`src/trace_pkg.sv`:
```
package trace_pkg;

	////////////////////////////////////////////////////////////////////////////
	// Sizes and timing
	////////////////////////////////////////////////////////////////////////////

	// Clock cycles per serial bit, kept short for simulation
	localparam int BAUD_DIV = 16;
	localparam int BAUD_W = $clog2(BAUD_DIV);

	// Start bit, eight data bits, stop bit
	localparam int FRAME_BITS = 10;
	localparam int FRAME_CNT_W = $clog2(FRAME_BITS);

	// One record is four words
	localparam int FIFO_WORDS = 4;
	localparam int FIFO_PTR_W = $clog2(FIFO_WORDS);

	localparam int CHARS_PER_WORD = 8;
	localparam int CHAR_IDX_W = $clog2(CHARS_PER_WORD);
	localparam int WORD_BITS = CHARS_PER_WORD * 8;

	////////////////////////////////////////////////////////////////////////////
	// ASCII codes
	////////////////////////////////////////////////////////////////////////////

	localparam logic [7:0] ASCII_CR = 8'h0d;
	localparam logic [7:0] ASCII_LF = 8'h0a;
	localparam logic [7:0] ASCII_SPACE = 8'h20;
	localparam logic [7:0] ASCII_ZERO = 8'h30;
	localparam logic [7:0] ASCII_UPPER_A = 8'h41;

	////////////////////////////////////////////////////////////////////////////
	// Types
	////////////////////////////////////////////////////////////////////////////

	// What the CPU shows for one step
	typedef struct packed {
		logic [31:0] instr;
		logic [31:0] addr;
		logic [31:0] wdata;
		logic        wr;
	} cpu_trace_t;

	// One FIFO word, built as characters and stored flat
	typedef union packed {
		logic [CHARS_PER_WORD-1:0][7:0] chars;
		logic [WORD_BITS-1:0]           flat;
	} rec_word_u;

	// Which word of the record is being written
	typedef enum logic [1:0] {
		FLD_INSTR,
		FLD_ADDR,
		FLD_DATA,
		FLD_TAIL
	} rec_field_e;

	// Controller states
	typedef enum logic [2:0] {
		ST_IDLE,
		ST_INSTR,
		ST_ADDR,
		ST_DATA,
		ST_TAIL
	} trace_state_e;

endpackage

```
`src/char_fifo.sv`:
```
`timescale 1ns/10ps

module char_fifo import trace_pkg::*; (
	input  logic       clk,
	input  logic       rst,
	input  logic       wr,
	input  rec_word_u  wdata,
	input  logic       rd,
	output logic [7:0] rdata,
	output logic       empty
);

	logic [WORD_BITS-1:0] mem [FIFO_WORDS];

	// Extra pointer bit tells full from empty
	logic [FIFO_PTR_W:0] wr_ptr;
	logic [FIFO_PTR_W:0] rd_ptr;
	logic [CHAR_IDX_W-1:0] char_idx;
	logic [CHAR_IDX_W-1:0] char_sel;
	logic [WORD_BITS-1:0] head;

	assign empty = (wr_ptr == rd_ptr);

	////////////////////////////////////////////////////////////////////////////
	// Head character, no read latency
	////////////////////////////////////////////////////////////////////////////

	assign head = mem[rd_ptr[FIFO_PTR_W-1:0]];

	// Index 0 is the first character out, the top byte of the word
	assign char_sel = CHAR_IDX_W'(CHARS_PER_WORD - 1) - char_idx;
	assign rdata = head[char_sel*8 +: 8];

	////////////////////////////////////////////////////////////////////////////
	// Storage and pointers
	////////////////////////////////////////////////////////////////////////////

	always_ff @(posedge clk) begin
		if (wr) begin
			mem[wr_ptr[FIFO_PTR_W-1:0]] <= wdata.flat;
		end
	end

	always_ff @(posedge clk or posedge rst) begin
		if (rst) begin
			wr_ptr <= '0;
		end else if (wr) begin
			wr_ptr <= wr_ptr + 1'b1;
		end
	end

	always_ff @(posedge clk or posedge rst) begin
		if (rst) begin
			rd_ptr <= '0;
			char_idx <= '0;
		end else if (rd && !empty) begin
			if (char_idx == CHAR_IDX_W'(CHARS_PER_WORD - 1)) begin
				// Last character of the word, move to the next one
				char_idx <= '0;
				rd_ptr <= rd_ptr + 1'b1;
			end else begin
				char_idx <= char_idx + 1'b1;
			end
		end
	end

endmodule

```
`src/cpu_trace_uart.sv`:
```
`timescale 1ns/10ps

module cpu_trace_uart import trace_pkg::*; (
	input  logic       clk,
	input  logic       rst,
	input  cpu_trace_t trace,
	output logic       halt,
	output logic       txd
);

	logic step;
	rec_field_e fld;
	logic fifo_wr;
	logic fifo_rd;
	logic trmt;
	rec_word_u word;
	logic [7:0] tx_byte;
	logic empty;
	logic tbr;

	////////////////////////////////////////////////////////////////////////////
	// Control
	////////////////////////////////////////////////////////////////////////////

	trace_ctrl ctrl (
		.clk     (clk),
		.rst     (rst),
		.empty   (empty),
		.tbr     (tbr),
		.halt    (halt),
		.step    (step),
		.fld     (fld),
		.fifo_wr (fifo_wr),
		.fifo_rd (fifo_rd),
		.trmt    (trmt)
	);

	////////////////////////////////////////////////////////////////////////////
	// Datapath
	////////////////////////////////////////////////////////////////////////////

	trace_packer packer (
		.clk   (clk),
		.rst   (rst),
		.step  (step),
		.trace (trace),
		.fld   (fld),
		.word  (word)
	);

	char_fifo fifo (
		.clk   (clk),
		.rst   (rst),
		.wr    (fifo_wr),
		.wdata (word),
		.rd    (fifo_rd),
		.rdata (tx_byte),
		.empty (empty)
	);

	uart_tx tx (
		.clk     (clk),
		.rst     (rst),
		.trmt    (trmt),
		.tx_byte (tx_byte),
		.tbr     (tbr),
		.txd     (txd)
	);

endmodule

```
`src/trace_ctrl.sv`:
```
`timescale 1ns/10ps

module trace_ctrl import trace_pkg::*; (
	input  logic       clk,
	input  logic       rst,
	input  logic       empty,
	input  logic       tbr,
	output logic       halt,
	output logic       step,
	output rec_field_e fld,
	output logic       fifo_wr,
	output logic       fifo_rd,
	output logic       trmt
);

	trace_state_e state;
	trace_state_e next_state;

	always_ff @(posedge clk or posedge rst) begin
		if (rst) begin
			state <= ST_IDLE;
		end else begin
			state <= next_state;
		end
	end

	////////////////////////////////////////////////////////////////////////////
	// Next state and outputs
	////////////////////////////////////////////////////////////////////////////

	always_comb begin
		next_state = state;
		halt = 1'b1;
		step = 1'b0;
		fld = FLD_INSTR;
		fifo_wr = 1'b0;
		fifo_rd = 1'b0;
		trmt = 1'b0;

		case (state)
			ST_IDLE: begin
				if (empty) begin
					// Let the CPU run for this one cycle
					halt = 1'b0;
					step = 1'b1;
					next_state = ST_INSTR;
				end else begin
					// Drain one character whenever the transmitter is free
					fifo_rd = tbr;
					trmt = tbr;
				end
			end
			ST_INSTR: begin
				fld = FLD_INSTR;
				fifo_wr = 1'b1;
				next_state = ST_ADDR;
			end
			ST_ADDR: begin
				fld = FLD_ADDR;
				fifo_wr = 1'b1;
				next_state = ST_DATA;
			end
			ST_DATA: begin
				fld = FLD_DATA;
				fifo_wr = 1'b1;
				next_state = ST_TAIL;
			end
			ST_TAIL: begin
				fld = FLD_TAIL;
				fifo_wr = 1'b1;
				next_state = ST_IDLE;
			end
			default: begin
				next_state = ST_IDLE;
			end
		endcase
	end

endmodule

```
`src/trace_packer.sv`:
```
`timescale 1ns/10ps

module trace_packer import trace_pkg::*; (
	input  logic       clk,
	input  logic       rst,
	input  logic       step,
	input  cpu_trace_t trace,
	input  rec_field_e fld,
	output rec_word_u  word
);

	cpu_trace_t snap;
	logic [31:0] field;

	// Nibble to capital hex digit
	function automatic logic [7:0] hex_char(input logic [3:0] nib);
		if (nib < 4'd10) begin
			return ASCII_ZERO + {4'h0, nib};
		end
		return ASCII_UPPER_A + {4'h0, nib - 4'd10};
	endfunction

	////////////////////////////////////////////////////////////////////////////
	// Snapshot of the step
	////////////////////////////////////////////////////////////////////////////

	// Held for the whole record, whatever the CPU does next
	always_ff @(posedge clk or posedge rst) begin
		if (rst) begin
			snap <= '0;
		end else if (step) begin
			snap <= trace;
		end
	end

	////////////////////////////////////////////////////////////////////////////
	// Word formatting
	////////////////////////////////////////////////////////////////////////////

	always_comb begin
		case (fld)
			FLD_INSTR: field = snap.instr;
			FLD_ADDR:  field = snap.addr;
			FLD_DATA:  field = snap.wdata;
			default:   field = '0;
		endcase
	end

	always_comb begin
		if (fld == FLD_TAIL) begin
			// Five spaces, write flag, CR, LF
			for (int i = 0; i < CHARS_PER_WORD; i++) begin
				word.chars[i] = ASCII_SPACE;
			end
			word.chars[2] = ASCII_ZERO + {7'd0, snap.wr};
			word.chars[1] = ASCII_CR;
			word.chars[0] = ASCII_LF;
		end else begin
			// Top character holds the top nibble
			for (int i = 0; i < CHARS_PER_WORD; i++) begin
				word.chars[i] = hex_char(field[4*i +: 4]);
			end
		end
	end

endmodule

```
`src/uart_tx.sv`:
```
`timescale 1ns/10ps

module uart_tx import trace_pkg::*; (
	input  logic       clk,
	input  logic       rst,
	input  logic       trmt,
	input  logic [7:0] tx_byte,
	output logic       tbr,
	output logic       txd
);

	logic [FRAME_BITS-1:0] shift;
	logic [BAUD_W-1:0] baud_cnt;
	logic [FRAME_CNT_W-1:0] bit_cnt;
	logic busy;

	// Line sits on bit 0 of the shifter, ones fill in behind it
	assign txd = shift[0];
	assign tbr = ~busy;

	////////////////////////////////////////////////////////////////////////////
	// Frame shifter
	////////////////////////////////////////////////////////////////////////////

	always_ff @(posedge clk or posedge rst) begin
		if (rst) begin
			shift <= '1;
			busy <= 1'b0;
			baud_cnt <= '0;
			bit_cnt <= '0;
		end else if (trmt && !busy) begin
			// Stop bit, data LSB first, start bit
			shift <= {1'b1, tx_byte, 1'b0};
			busy <= 1'b1;
			baud_cnt <= '0;
			bit_cnt <= '0;
		end else if (busy) begin
			if (baud_cnt == BAUD_W'(BAUD_DIV - 1)) begin
				baud_cnt <= '0;
				shift <= {1'b1, shift[FRAME_BITS-1:1]};
				if (bit_cnt == FRAME_CNT_W'(FRAME_BITS - 1)) begin
					// Stop bit has run its full time
					busy <= 1'b0;
					bit_cnt <= '0;
				end else begin
					bit_cnt <= bit_cnt + 1'b1;
				end
			end else begin
				baud_cnt <= baud_cnt + 1'b1;
			end
		end
	end

endmodule
```
`config.mk`:
```
export PLATFORM = sky130hd
export DESIGN_NAME = cpu_trace_uart
export DESIGN_NICKNAME = d
export VERILOG_FILES = /design/src/trace_pkg.sv /design/src/char_fifo.sv /design/src/cpu_trace_uart.sv /design/src/trace_ctrl.sv /design/src/trace_packer.sv /design/src/uart_tx.sv
export SDC_FILE = /design/constraint.sdc
export NUM_CORES = 1
export LEC_CHECK = 0
export BUFFER_PORTS_ARGS = -buffer_cell sky130_fd_sc_hd__buf_2
export CORE_AREA = 2 2 169 171
export DETAILED_ROUTE_END_ITERATION = 16
export DIE_AREA = 0 0 171 173
export GPL_TIMING_DRIVEN = 1
export HOLD_SLACK_MARGIN = 0.12
export PLACE_DENSITY = 0.74
export SETUP_SLACK_MARGIN = 0.05
export SLEW_MARGIN = 20
export SYNTH_ARGS = -nofsm -noshare
export SYNTH_HDL_FRONTEND = slang
export SYNTH_SLANG_ARGS = --single-unit
```
`constraint.sdc`:
```
create_clock -name clk -period 3.8 [get_ports clk]
set_input_delay 0.76 -clock clk [delete_from_list [all_inputs] [get_ports clk]]
set_output_delay 0.76 -clock clk [all_outputs]
set_load 0.005 [all_outputs]
```
; ---- After elaboration in Yosys (flattened, before gate mapping)
; Memory sizes are Yosys's and may differ from the RTL's.
; Index checks and enable logic that the tools add are counted.
[totals]
word_cells = 138
input_bits = 99
reg_bits = 128
mem_count = 1
mem_bits_rw = 256
[memory_table]
columns = name, words, word_bits, read_ports, rd_clocked_by_memory_dff, wr, line_no
row1 = fifo.mem, 4, 64, 1, 0, 1, char_fifo.sv:13  ; logic [WORD_BITS-1:0] mem [FIFO_WORDS];
[classes]
shift = 1
n_eq_ne = 12
n_lt_le_gt_ge = 8
bitwise = 1
reduce_logical = 11
add_sub_neg = 31
mux = 61
[ops]
columns = operator, count
row1 = two-way mux 8 bit, 16
row2 = case mux 32 bit (3 select lines), 1
row3 = adder 7 x 4 -> 8 bit (first input constant), 8
row4 = two-way mux 64 bit, 1
row5 = indexed part select 64 x 7 -> 8 bit, 1
row6 = adder 6 x 4 -> 7 bit (first input constant), 8
row7 = less-than comparator 4 bit (second input constant), 8
row8 = subtractor 4 bit (second input constant), 8
row9 = two-way mux 10 bit, 3
row10 = two-way mux 1 bit, 29
row11 = two-way mux 4 bit, 7
row12 = case mux 3 bit (4 select lines), 1
row13 = adder 3 x 1 -> 3 bit (second input constant), 3
row14 = adder 4 x 1 -> 4 bit (second input constant), 2
row15 = == test 4 bit (second input constant), 2
row16 = adder 6 x 1 -> 7 bit (first input constant), 1
row17 = == test 3 x 2 -> 1 bit (second input constant), 2
row18 = == test 3 bit (second input constant), 2
row19 = two-way mux 3 bit, 2
row20 = case mux 2 bit (3 select lines), 1
row21 = == test 2 bit (second input constant), 2
row22 = AND reduction 2 bit, 2
row23 = nonzero test 2 bit, 2
row24 = OR reduction 4 bit, 1
row25 = other kinds (10), 12

; ---- Longest topological paths before layout
; Gate-level depths: netlist of run 1.
[logic_depth]
depth_word = 9
mapped_depth = 10

; ---- Hierarchy
; Synthesis of run 1 repeated with hierarchy kept, for this count alone.
[hier_totals]
hier_cells = 985
hier_area_um2 = 16852.4
[modules_own_cells]
columns = module, area_per_inst_um2, seq_area_each_um2, cells_per_inst, instances
row1 = char_fifo, 10199.8, 7912.6, 407, 1
row2 = trace_packer, 5522.8, 2427.3, 464, 1
row3 = uart_tx, 927.1, 461.7, 93, 1
row4 = trace_ctrl, 202.7, 75.1, 21, 1

; ---- Least setup slack after synthesis of run 1
; OpenSTA, ideal clock, no wires.
[synth_timing]
kind = flip-flop to flip-flop
from = reg ctrl.state[0]
to = mem fifo.mem[3][0] (netlist name) (enable)
n_path_buf = 1
t_required_ns = 3.379
t_arrival_ns = 2.427
stages_incl_launch_ff = 5
setup_time_ns = 0.421
period_less_slack_ns = 2.848
path_slack_ns = 0.952
cell_sequence = dfrtp_1 buf_2 nor2_1 xnor2_1 and2_1
[synth_via]
elab_chain_len = 5
[synth_rtl]
columns = element, line_no
row1 = from (decl), trace_ctrl.sv:16  ; trace_state_e state;
row2 = from (signal assigned), trace_ctrl.sv:23  ; state <= next_state;
row3 = "== test 3 bit, or another cell as far along", trace_ctrl.sv:40  ; case (state)
row4 = OR reduction 4 bit (no source line) *, --
row5 = two-way mux 1 bit *, trace_ctrl.sv:40
row6 = two-way mux 1 bit *, char_fifo.sv:39  ; if (wr) begin
row7 = two-way mux 1 bit (not written as such) *, char_fifo.sv:40  ; mem[wr_ptr[FIFO_PTR_W-1:0]] <= wdata.flat;
row8 = to (decl), char_fifo.sv:13
; Every way passes the cells marked *; elsewhere a longest branch is shown, timed or not.

==> metrics.md, run 1 <==
| Metric | Value |
|---|---|
| Layout cells sized above 1 | `33.0%` |
| RSZ-0062 raised after global routing | `false` |
| Grt ovf | `0` |
| Area growth syn-to-layout | `13.5%` |
| Post-Synth XOR/XNOR Area | `1.27%` |
| Post-Route WL | `31.2 mm` |
| CORE AREA | `27600 um2` |
| Nets | `1173` |
| Slew @ Worst Pin | `990 ps` |
| GP Congestion | `0.775` |
| Seq pwr share | `53.6%` |
| Worst hold path class | `input port to async pin` |
| Clk_skew | `22.5 ps` |
| CP endpoint kind | `flip-flop` |
| Async S/R FF share, synth | `36.2%` |
| Critical R2R Capture | `fifo.mem[1][28]` |
| Initial antenna violation count | `0` |
| DR vias/cell | `5.89` |
| Most frequent cells in the layout | `edfxtp_1 (224), dfrtp_1 (116), mux2_2 (101), buf_2 (100), mux4_2 (63)` |
| Netlist Area Pre-Place | `15100 um2` |
| First-pass GRT wire length | `49.7 mm` |
| Hold_ws | `199 ps` |
| # diodes | `0` |
| CTS Buffer Depth | `3` |
| Slew margin rel. | `34.0%` |
| Compound-cell area share of the yosys netlist | `7.23%` |
| Combinational share of power | `4.2%` |
| Die width | `171 um` |
| Root Driver | `clkbuf_16` |
| Internal power | `0.00619 W` |
| Yosys reg bits | `351` |
| Total CTS buffers | `36` |
| Syn nets | `1065` |
| Die H | `173 um` |
| Power Density | `453 nW/um2` |
| Largest net degree at the start of global routing | `59` |
| Post-synth EDFFs | `224` |
| Status | `finished clean` |
| # port buffers | `100` |
| Switching part of the total | `20.5%` |
| Largest family of logic cells by synthesized area | `multiplexers` |
| CTS hold repair buffers | `0` |
| Final setup fails | `0` |
| Mapped Cells | `941` |
| Crit-path slowest cell | `nand2b_1` |
| 1st-iter DRT viols | `718` |
| R2r startpoint | `ctrl.state[2]` |
| Crit path max-delay family | `compound AO/OA/AOI/OAI gates` |
| Clock Latency Late Sink | `520 ps` |
| CP max FO | `30` |
| Vias in the first global route | `8880` |
| Mux contribution to synthesized area | `17.5%` |
| Tot GR Track Use | `21.8%` |
| Commonest non-fill, non-tap cell in the layout | `edfxtp_1` |
| # DRC | `0` |
| DRT Pass-1 Iters | `5` |
| Routed wire per std cell | `21.5 um` |
| CTS tree | `built` |
| CTS H-Tree Depth | `2` |
| Synth Area in Simple Gates | `3.94%` |
| Critical Path RT | `4010 ps` |
| VDD IR max | `0.000486 V` |
| Synth warn | `0` |
| Clk pwr share | `42.2%` |
| Sw power | `0.00160 W` |
| Leak pwr | `6.34 nW` |
| Critical path's most frequent cell | `a21oi_1` |
| CP max stage delay | `830 ps` |
| Setup CP Type | `flip-flop to flip-flop` |
| Bufs and invs on worst path | `1` |
| Post-DP HPWL | `20.1 mm` |
| Seq/Total Area, Yosys | `65.5%` |
| Arrival time worst endpoint | `3450 ps` |
| Yosys cell types | `51` |
| Hold Fails Final Rpt | `0` |
| Min Tclk post-route | `3240 ps` |
| Post-CTS Setup Repair Bufs | `0` |
| Via count | `8560` |
| Clk pin slew, worst setup/hold paths | `60 ps` |
| Top FF cell, synth | `edfxtp_1` |
| Reg-to-reg slack, setup | `560 ps` |
| Max-cap viol count | `0` |
| Io pins | `101` |
| FP Rows | `61` |
| Fill cell count | `2060` |
| Worst Setup Start Kind | `flip-flop` |
| Synth Area in Adders | `2.07%` |
| Post-route ant nets | `0` |
| Initial Utilization | `54.8%` |
| Max-slew violations | `0` |
| Setup TNS | `0 ps` |
| Clk sinks | `351` |
| Die area | `29600 um2` |
| Fin crit share | `85.2%` |
| Syn Area/Cell | `16.1 um2` |
| CTS resizes | `0` |
| Peak Freq | `0.309 GHz` |
| Crit-path cells | `nand2b_1 > o21ai_0 > a21oi_1 > o21ai_1 > inv_1 > a21oi_1` |
| Reg2reg path depth | `6` |
| Total Power | `0.00778 W` |
## state kept, by name, indices dropped and copies added (netlist names)
signal         count
fifo.mem         224
packer.snap       97
tx.shift           9
tx.baud_cnt        4
tx.bit_cnt         4
ctrl.state         3
fifo.char_idx      3
fifo.rd_ptr        3
fifo.wr_ptr        3
tx.busy            1
## through the flow
stage | worst slack [ps] | instance area (um2) | utilization, % | cells
5_1_grt | 228 | 17200 | 62.2 | 1453
3_3_place_gp | 837 | 16100 | 58.2 | 1388
4_1_cts | 632 | 17200 | 62.1 | 1452
2_1_floorplan | 952 | 15100 | - | 941
6_report | 561 | 17200 | 62.2 | 1453
3_5_place_dp | 643 | 16100 | 58.2 | 1388
## per-layer routing
layer / vias up / GRT usage, % / part of all wire [%]
met3: 45 / 4.72 / 7.3
li1: 3873 / - / -
met4: 0 / 4.63 / 1.6
met1: 4346 / 30.7 / 43
met5: - / 0 / 0
met2: 296 / 35.3 / 48
## cells in the mapped netlist (all sizes together) (2+ instances only)
master | number | area [um2]
edfxtp | 224 | 6730
dfrtp | 118 | 2950
mux2 | 101 | 1140
mux4 | 63 | 1420
a21oi | 48 | 255
o21ai | 40 | 200
buf | 37 | 226
nor2 | 37 | 139
o22ai | 34 | 213
ha | 25 | 313
inv | 25 | 93.8
nand2 | 22 | 82.6
xnor2 | 18 | 158
a22oi | 16 | 120
clkbuf | 13 | 51.3
o21a | 12 | 90.1
a21o | 11 | 83.8
nor3 | 10 | 50.1
dfstp | 9 | 236
mux2i | 9 | 90.1
and2 | 8 | 50.1
nand3b | 7 | 52.6
nand3 | 6 | 30.0
nor2b | 6 | 37.5
nand2b | 5 | 31.3
nor3b | 5 | 37.5
a22o | 4 | 35.0
xor2 | 4 | 35.0
o221ai | 3 | 26.3
or3 | 3 | 18.8
a31o | 2 | 17.5
nand4 | 2 | 12.5
o22a | 2 | 17.5
or2 | 2 | 12.5
or3b | 2 | 17.5
## logic make-up after synthesis
kind of cell | after synthesis
flops | 351
compound gates | 176
mux | 173
simple gates | 118
buf+inv | 76
fa+ha+maj | 25
xor+xnor | 22
## power groups by stage
stage	Sequential [W]	Combinational [W]	Clock (W)
final	0.00417	0.000326	0.00328
after global routing	0.00418	0.000366	0.00350
after global placement	0.00425	0.000307	0
after floorplan	0.00424	0.000201	0
after CTS	0.00417	0.000325	0.00333
after detailed placement	0.00425	0.000321	0
## final cells by class
class                   instances  area, um2  area share, %
flip-flops and latches        351       9920           57.7
multi-input cells             514       4860           28.3
clock buffers                  48        988           5.75
repair buffers                120        738           4.30
well taps                     378        473           2.75
clock inverters                16        104          0.604
inverters                      26        101          0.590
## worst max path at each step
stage | end | cells after the start | startpoint
after floorplan | fifo.mem[3][0] | 4 | ctrl.state[0]
after global placement | fifo.mem[0][26] | 8 | ctrl.state[2]
after detailed placement | fifo.mem[1][26] | 8 | ctrl.state[2]
after CTS | fifo.mem[3][28] | 7 | ctrl.state[2]
after global routing | fifo.mem[1][26] | 8 | ctrl.state[2]
final | fifo.mem[1][28] | 6 | ctrl.state[2]
## worst reg2reg max path, cell delays in order, from the launching register on
cell	delay, ps
dfrtp_1	650
nand2b_1	830
o21ai_0	170
a21oi_1	490
o21ai_1	370
inv_1	270
a21oi_1	150
No activity file was read; power rests on OpenSTA's default activity.
==> run 2: changes to the inputs <==
Settings changed: CORE_AREA 2 2 169 171 to 2 2 144 202, DIE_AREA 0 0 171 173 to 0 0 146 204, PLACE_DENSITY 0.74 to 0.73.
==> metrics.md, run 2 (synthesis results as in run 1) <==
| Metric | Value |
|---|---|
| Status | `finished clean` |
| CTS resizes | `0` |
| Setup Slack @ Placement | `865 ps` |
| DRT Pass-1 Iters | `5` |
| Total Power | `0.00756 W` |
| Commonest non-fill, non-tap cell in the layout | `edfxtp_1` |
| Reg2reg path depth | `8` |
| Combinational share of power | `4.2%` |
| Initial Utilization | `53.8%` |
| Largest net degree at the start of global routing | `128` |
| Fin crit share | `77.9%` |
| Clk_skew | `20.6 ps` |
| Via count | `8396` |
| 1st-iter DRT viols | `587` |
| Sw power | `0.00152 W` |
| FP Rows | `73` |
| Post-DP HPWL | `19.4 mm` |
| # DRC | `0` |
| Tot GR Track Use | `20.6%` |
| Post-CTS Setup Repair Bufs | `0` |
| Initial antenna violation count | `0` |
| Clock Latency Late Sink | `560 ps` |
| VDD IR max | `0.000434 V` |
| CP endpoint kind | `flip-flop` |
| CP max FO | `25` |
| CTS tree | `built` |
| Max-slew violations | `0` |
| CTS H-Tree Depth | `1` |
| Io pins | `101` |
| # port buffers | `100` |
| Layout cells sized above 1 | `33.1%` |
| Nets | `1165` |
| Clk pwr share | `40.6%` |
| Worst Setup Start Kind | `flip-flop` |
| Final WS setup | `839 ps` |
| Clk pin slew, worst setup/hold paths | `60 ps` |
| Worst hold path class | `input port to async pin` |
| DR vias/cell | `5.83` |
| Placed cell areas | `16000 um2` |
| First-pass GRT wire length | `47.7 mm` |
| Post-route ant nets | `0` |
| Seq pwr share | `55.2%` |
| Internal power | `0.00604 W` |
| Total CTS buffers | `31` |
| Max-cap viol count | `0` |
| Clk sinks | `351` |
| Setup CP Type | `flip-flop to flip-flop` |
| Vias in the first global route | `8839` |
| CORE AREA | `28100 um2` |
| Power Density | `443 nW/um2` |
| Peak Freq | `0.338 GHz` |
| Hold_ws | `322 ps` |
| Slew @ Worst Pin | `855 ps` |
| Most frequent cells in the layout | `edfxtp_1 (224), dfrtp_1 (116), mux2_2 (101), buf_2 (100), mux4_2 (63)` |
| Slew margin rel. | `43.0%` |
| Leak pwr | `6.28 nW` |
| Min Tclk post-route | `2960 ps` |
| Final setup fails | `0` |
| Die H | `204 um` |
| RSZ-0062 raised after global routing | `false` |
| Area growth syn-to-layout | `12.6%` |
| # diodes | `0` |
| Root Driver | `clkbuf_16` |
| Switching part of the total | `20.1%` |
| Post-Route WL | `30.1 mm` |
| Finished Cell Area | `17000 um2` |
| Arrival time worst endpoint | `3310 ps` |
| Hold Fails Final Rpt | `0` |
| Grt ovf | `0` |
| GP Congestion | `0.779` |
| Setup TNS | `0 ps` |
| Die area | `29800 um2` |
| Critical Path RT | `4150 ps` |
| CTS Buffer Depth | `3` |
| Routed wire per std cell | `20.9 um` |
| Max reg flops | `224` |
| CTS hold repair buffers | `0` |
| Die width | `146 um` |
## run 2: metrics by stage
stage	utilization [%]	cells
after floorplan	-	941
after CTS	60.6	1440
after global routing	60.6	1440
after detailed placement	57.0	1383
after global placement	57.0	1383
final	60.6	1440
## run 2: worst paths after layout
check	startpoint	to	slack, ps
worst max-delay path	ctrl.state[1]	fifo.mem[1][26]	840
worst min-delay path	rst	packer.snap[15]	320
worst max register to register	ctrl.state[1]	fifo.mem[1][26]	840
worst min register to register	tx.bit_cnt[3]	tx.bit_cnt[3]	480
max in group asynchronous	rst	fifo.rd_ptr[0]	2780
min in group clk	trace[24]	packer.snap[24]	430
## run 2: power by group through the flow
stage               logic (W)  registers (W)  clock network (W)
global route         0.000353        0.00418            0.00327
finish               0.000315        0.00417            0.00307
detailed placement   0.000314        0.00425                  0
global placement     0.000301        0.00425                  0
floorplan            0.000201        0.00424                  0
CTS                  0.000318        0.00417            0.00314
## run 2: cell type report
class / count / area [um2]
clock buffer: 49 / 933
clock inverter: 8 / 71.3
fill: 2145 / 11100
inverter: 26 / 101
multi-input combinational: 514 / 4860
sequential: 351 / 9920
tap: 375 / 469
timing repair buffer: 117 / 691
## run 2: critical path, stage by stage, from the launching register on
cell      delay, ps
dfrtp_1         580
nand2b_1        690
o21ai_0         190
a21oi_1         360
inv_1            80
ha_1            320
xnor2_1         160
nand2_1          60
a21oi_1         310
## run 2: per-layer routing
layer | up-vias | global-route usage [%] | share of wire (%)
met1 | 4240 | 26.2 | 41
met4 | 0 | 7.70 | 3.1
met3 | 50 | 3.24 | 5.6
met5 | - | 0 | 0
met2 | 256 | 35.8 | 51
li1 | 3850 | - | -
==> run 3: changes to the inputs <==
Settings changed: ABC_AREA set to 1, CORE_AREA 2 2 144 202 to 2 2 142 199, DIE_AREA 0 0 146 204 to 0 0 144 201, PLACE_DENSITY 0.73 to 0.76.
Clock period 3.8 ns to 3.1 ns, I/O delays scaled along.
==> metrics.md, run 3 <==
| Metric | Value |
|---|---|
| Crit-path slowest cell | `nand4_1` |
| Syn nets | `1750` |
| Post-route ant nets | `0` |
| Via count | `11300` |
| # diodes | `0` |
| Reg-to-reg slack, setup | `490 ps` |
| Most frequent cells after synthesis | `nand2_1 (352), edfxtp_1 (224), inv_1 (213)` |
| Io pins | `101` |
| Hold Fails Final Rpt | `0` |
| Synth Area in Adders | `1.95%` |
| Max-cap viol count | `0` |
| Fin crit share | `88.3%` |
| Mapped Cells | `1626` |
| Clk_skew | `13.4 ps` |
| Synth area leaders | `edfxtp_1 (42%), dfrtp_1 (18%), nand2_1 (8.2%)` |
| Reg2reg path depth | `8` |
| Commonest non-fill, non-tap cell in the layout | `nand2_1` |
| Routed wire per std cell | `16.4 um` |
| Synth top area share | `41.9%` |
| Critical Path RT | `2480 ps` |
| Synth warn | `0` |
| Arrival time worst endpoint | `2120 ps` |
| Critical R2R Capture | `fifo.mem[2][42]` |
| Worst hold path class | `input port to flip-flop` |
| # port buffers | `100` |
| CTS tree | `built` |
| # DRC | `0` |
| Max reg flops | `224` |
| Total CTS buffers | `34` |
| Status | `finished clean` |
| Clk pin slew, worst setup/hold paths | `60 ps` |
| CP endpoint kind | `output pin` |
| Bufs and invs on worst path | `2` |
| CP Depth | `5` |
| CP startpoint | `ctrl.state[0]` |
| Clk sinks | `351` |
| First-pass GRT wire length | `55.8 mm` |
| Fill cell count | `2009` |
| Finished Core Util | `66.3%` |
| Slew margin rel. | `56.4%` |
| Netlist Area Pre-Place | `16100 um2` |
| Nets | `1838` |
| Slew @ Worst Pin | `652 ps` |
| Largest net degree at the start of global routing | `122` |
| Die H | `201 um` |
| Post-Route WL | `34.6 mm` |
| Area growth syn-to-layout | `12.6%` |
| Total Power | `0.00956 W` |
| Die area | `28900 um2` |
| Synth Area in Simple Gates | `18.1%` |
| Tot GR Track Use | `24.7%` |
| Leak pwr | `8.04 nW` |
| VDD IR max | `0.000477 V` |
| Setup TNS | `0 ps` |
| Yosys cell types | `43` |
| Post-synth top area cell | `edfxtp_1` |
| Initial antenna violation count | `0` |
| Compound-cell area share of the yosys netlist | `6.51%` |
| CP max FO | `5` |
| Grt ovf | `0` |
| Post-Synth XOR/XNOR Area | `0.982%` |
| Post-DP HPWL | `21.8 mm` |
| CORE AREA | `27300 um2` |
| RSZ-0062 raised after global routing | `false` |
| Syn Area/Cell | `9.88 um2` |
| Peak Freq | `0.365 GHz` |
| Vias in the first global route | `11300` |
| GP Congestion | `0.803` |
| Root Driver | `clkbuf_16` |
| Initial Utilization | `58.8%` |
| Power Density | `529 nW/um2` |
| Min Tclk post-route | `2740 ps` |
| Worst Setup Start Kind | `flip-flop` |
| Largest family of logic cells by synthesized area | `simple AND/OR/NAND/NOR gates` |
| Top FF cell, synth | `edfxtp_1` |
| DR vias/cell | `5.38` |
| CTS Buffer Depth | `3` |
| Hold Path Depth | `2` |
| Crit-path cells | `inv_2 > nand2_1 > nor2_1 > nand4_1 > buf_2` |
| Seq/Total Area, Yosys | `61.7%` |
| CP max stage delay | `490 ps` |
| Most frequent cells in the layout | `nand2_1 (352), edfxtp_1 (224), inv_1 (207), nor2_1 (166), nand3_1 (148)` |
| DRT Pass-1 Iters | `7` |
| Setup crit end | `halt` |
| R2r startpoint | `ctrl.state[1]` |
| Setup CP Type | `flip-flop to output pin` |
| FP Rows | `72` |
| Final setup fails | `0` |
| Async S/R FF share, synth | `36.2%` |
| Post-synth EDFFs | `224` |
| Layout cells sized above 1 | `15.9%` |
| CTS H-Tree Depth | `2` |
| Yosys reg bits | `351` |
| Clock Latency Late Sink | `520 ps` |
| Max-slew violations | `0` |
| Mux contribution to synthesized area | `3.08%` |
| Die width | `144 um` |
| 1st-iter DRT viols | `902` |
| Crit path max-delay family | `simple AND/OR/NAND/NOR gates` |
| Most frequent cell after synthesis | `nand2_1` |
[run 3: kinds of logic (layout without fill, tap and decap cells)]
group	after synthesis	count (layout)
DFF	351	351
buffers and inverters	302	415
adders and majority gates	25	25
and+or+nand+nor	695	695
AOI/OAI and AO/OA	191	191
xor gates and xnor gates	18	18
muxes	44	44
[run 3: worst min-delay path by stage]
stage	start	endpoint
floorplan	tx.shift[8]	tx.shift[8]
global placement	tx.shift[8]	tx.shift[8]
detailed placement	tx.shift[1]	tx.shift[0]
CTS	trace[30]	packer.snap[30]
global route	trace[30]	packer.snap[30]
finish	trace[30]	packer.snap[30]
[run 3: per-stage QoR]
stage | hold slack, ps | setup WS [ps] | cells | area, um2
after floorplan | 442 | 457 | 1626 | 16100
after CTS | 292 | 361 | 2109 | 18100
after global placement | 450 | 626 | 2047 | 17000
final | 310 | 363 | 2109 | 18100
after detailed placement | 457 | 519 | 2047 | 17000
after global routing | 305 | 178 | 2109 | 18100
[run 3: layout make-up]
type                    instances  area (um2)  area share, %
clock inverters                 9        70.1          0.387
clock buffers                  52        1030           5.67
inverters                     230         870           4.81
flip-flops and latches        351        9920           54.8
well taps                     370         463           2.56
repair buffers                124         821           4.54
multi-input cells             973        4920           27.2
[run 3: power breakdown]
part | leakage (nW) | internal [W] | switching (W)
logic | 4.01 | 0.000145 | 0.000239
clock network | 0.547 | 0.00237 | 0.00169
registers | 3.49 | 0.00509 | 0.0000277
total | 8.04 | 0.00760 | 0.00196
[run 3: layer usage]
layer  GRT usage, %  vias to the layer above  wire length (um)
met1           32.2                     5399             14000
li1               -                     5490                 -
met5              0                        -                 0
met4           10.3                        0              1320
met2           40.9                      366             17100
met3           4.22                       85              2080
[run 3: timing repair]
item | CTS | global route
hold buffers | 1 | 0
resized for setup | 0 | 0
endpoints found under the hold margin | 13 | 0
setup buffers | 0 | 0
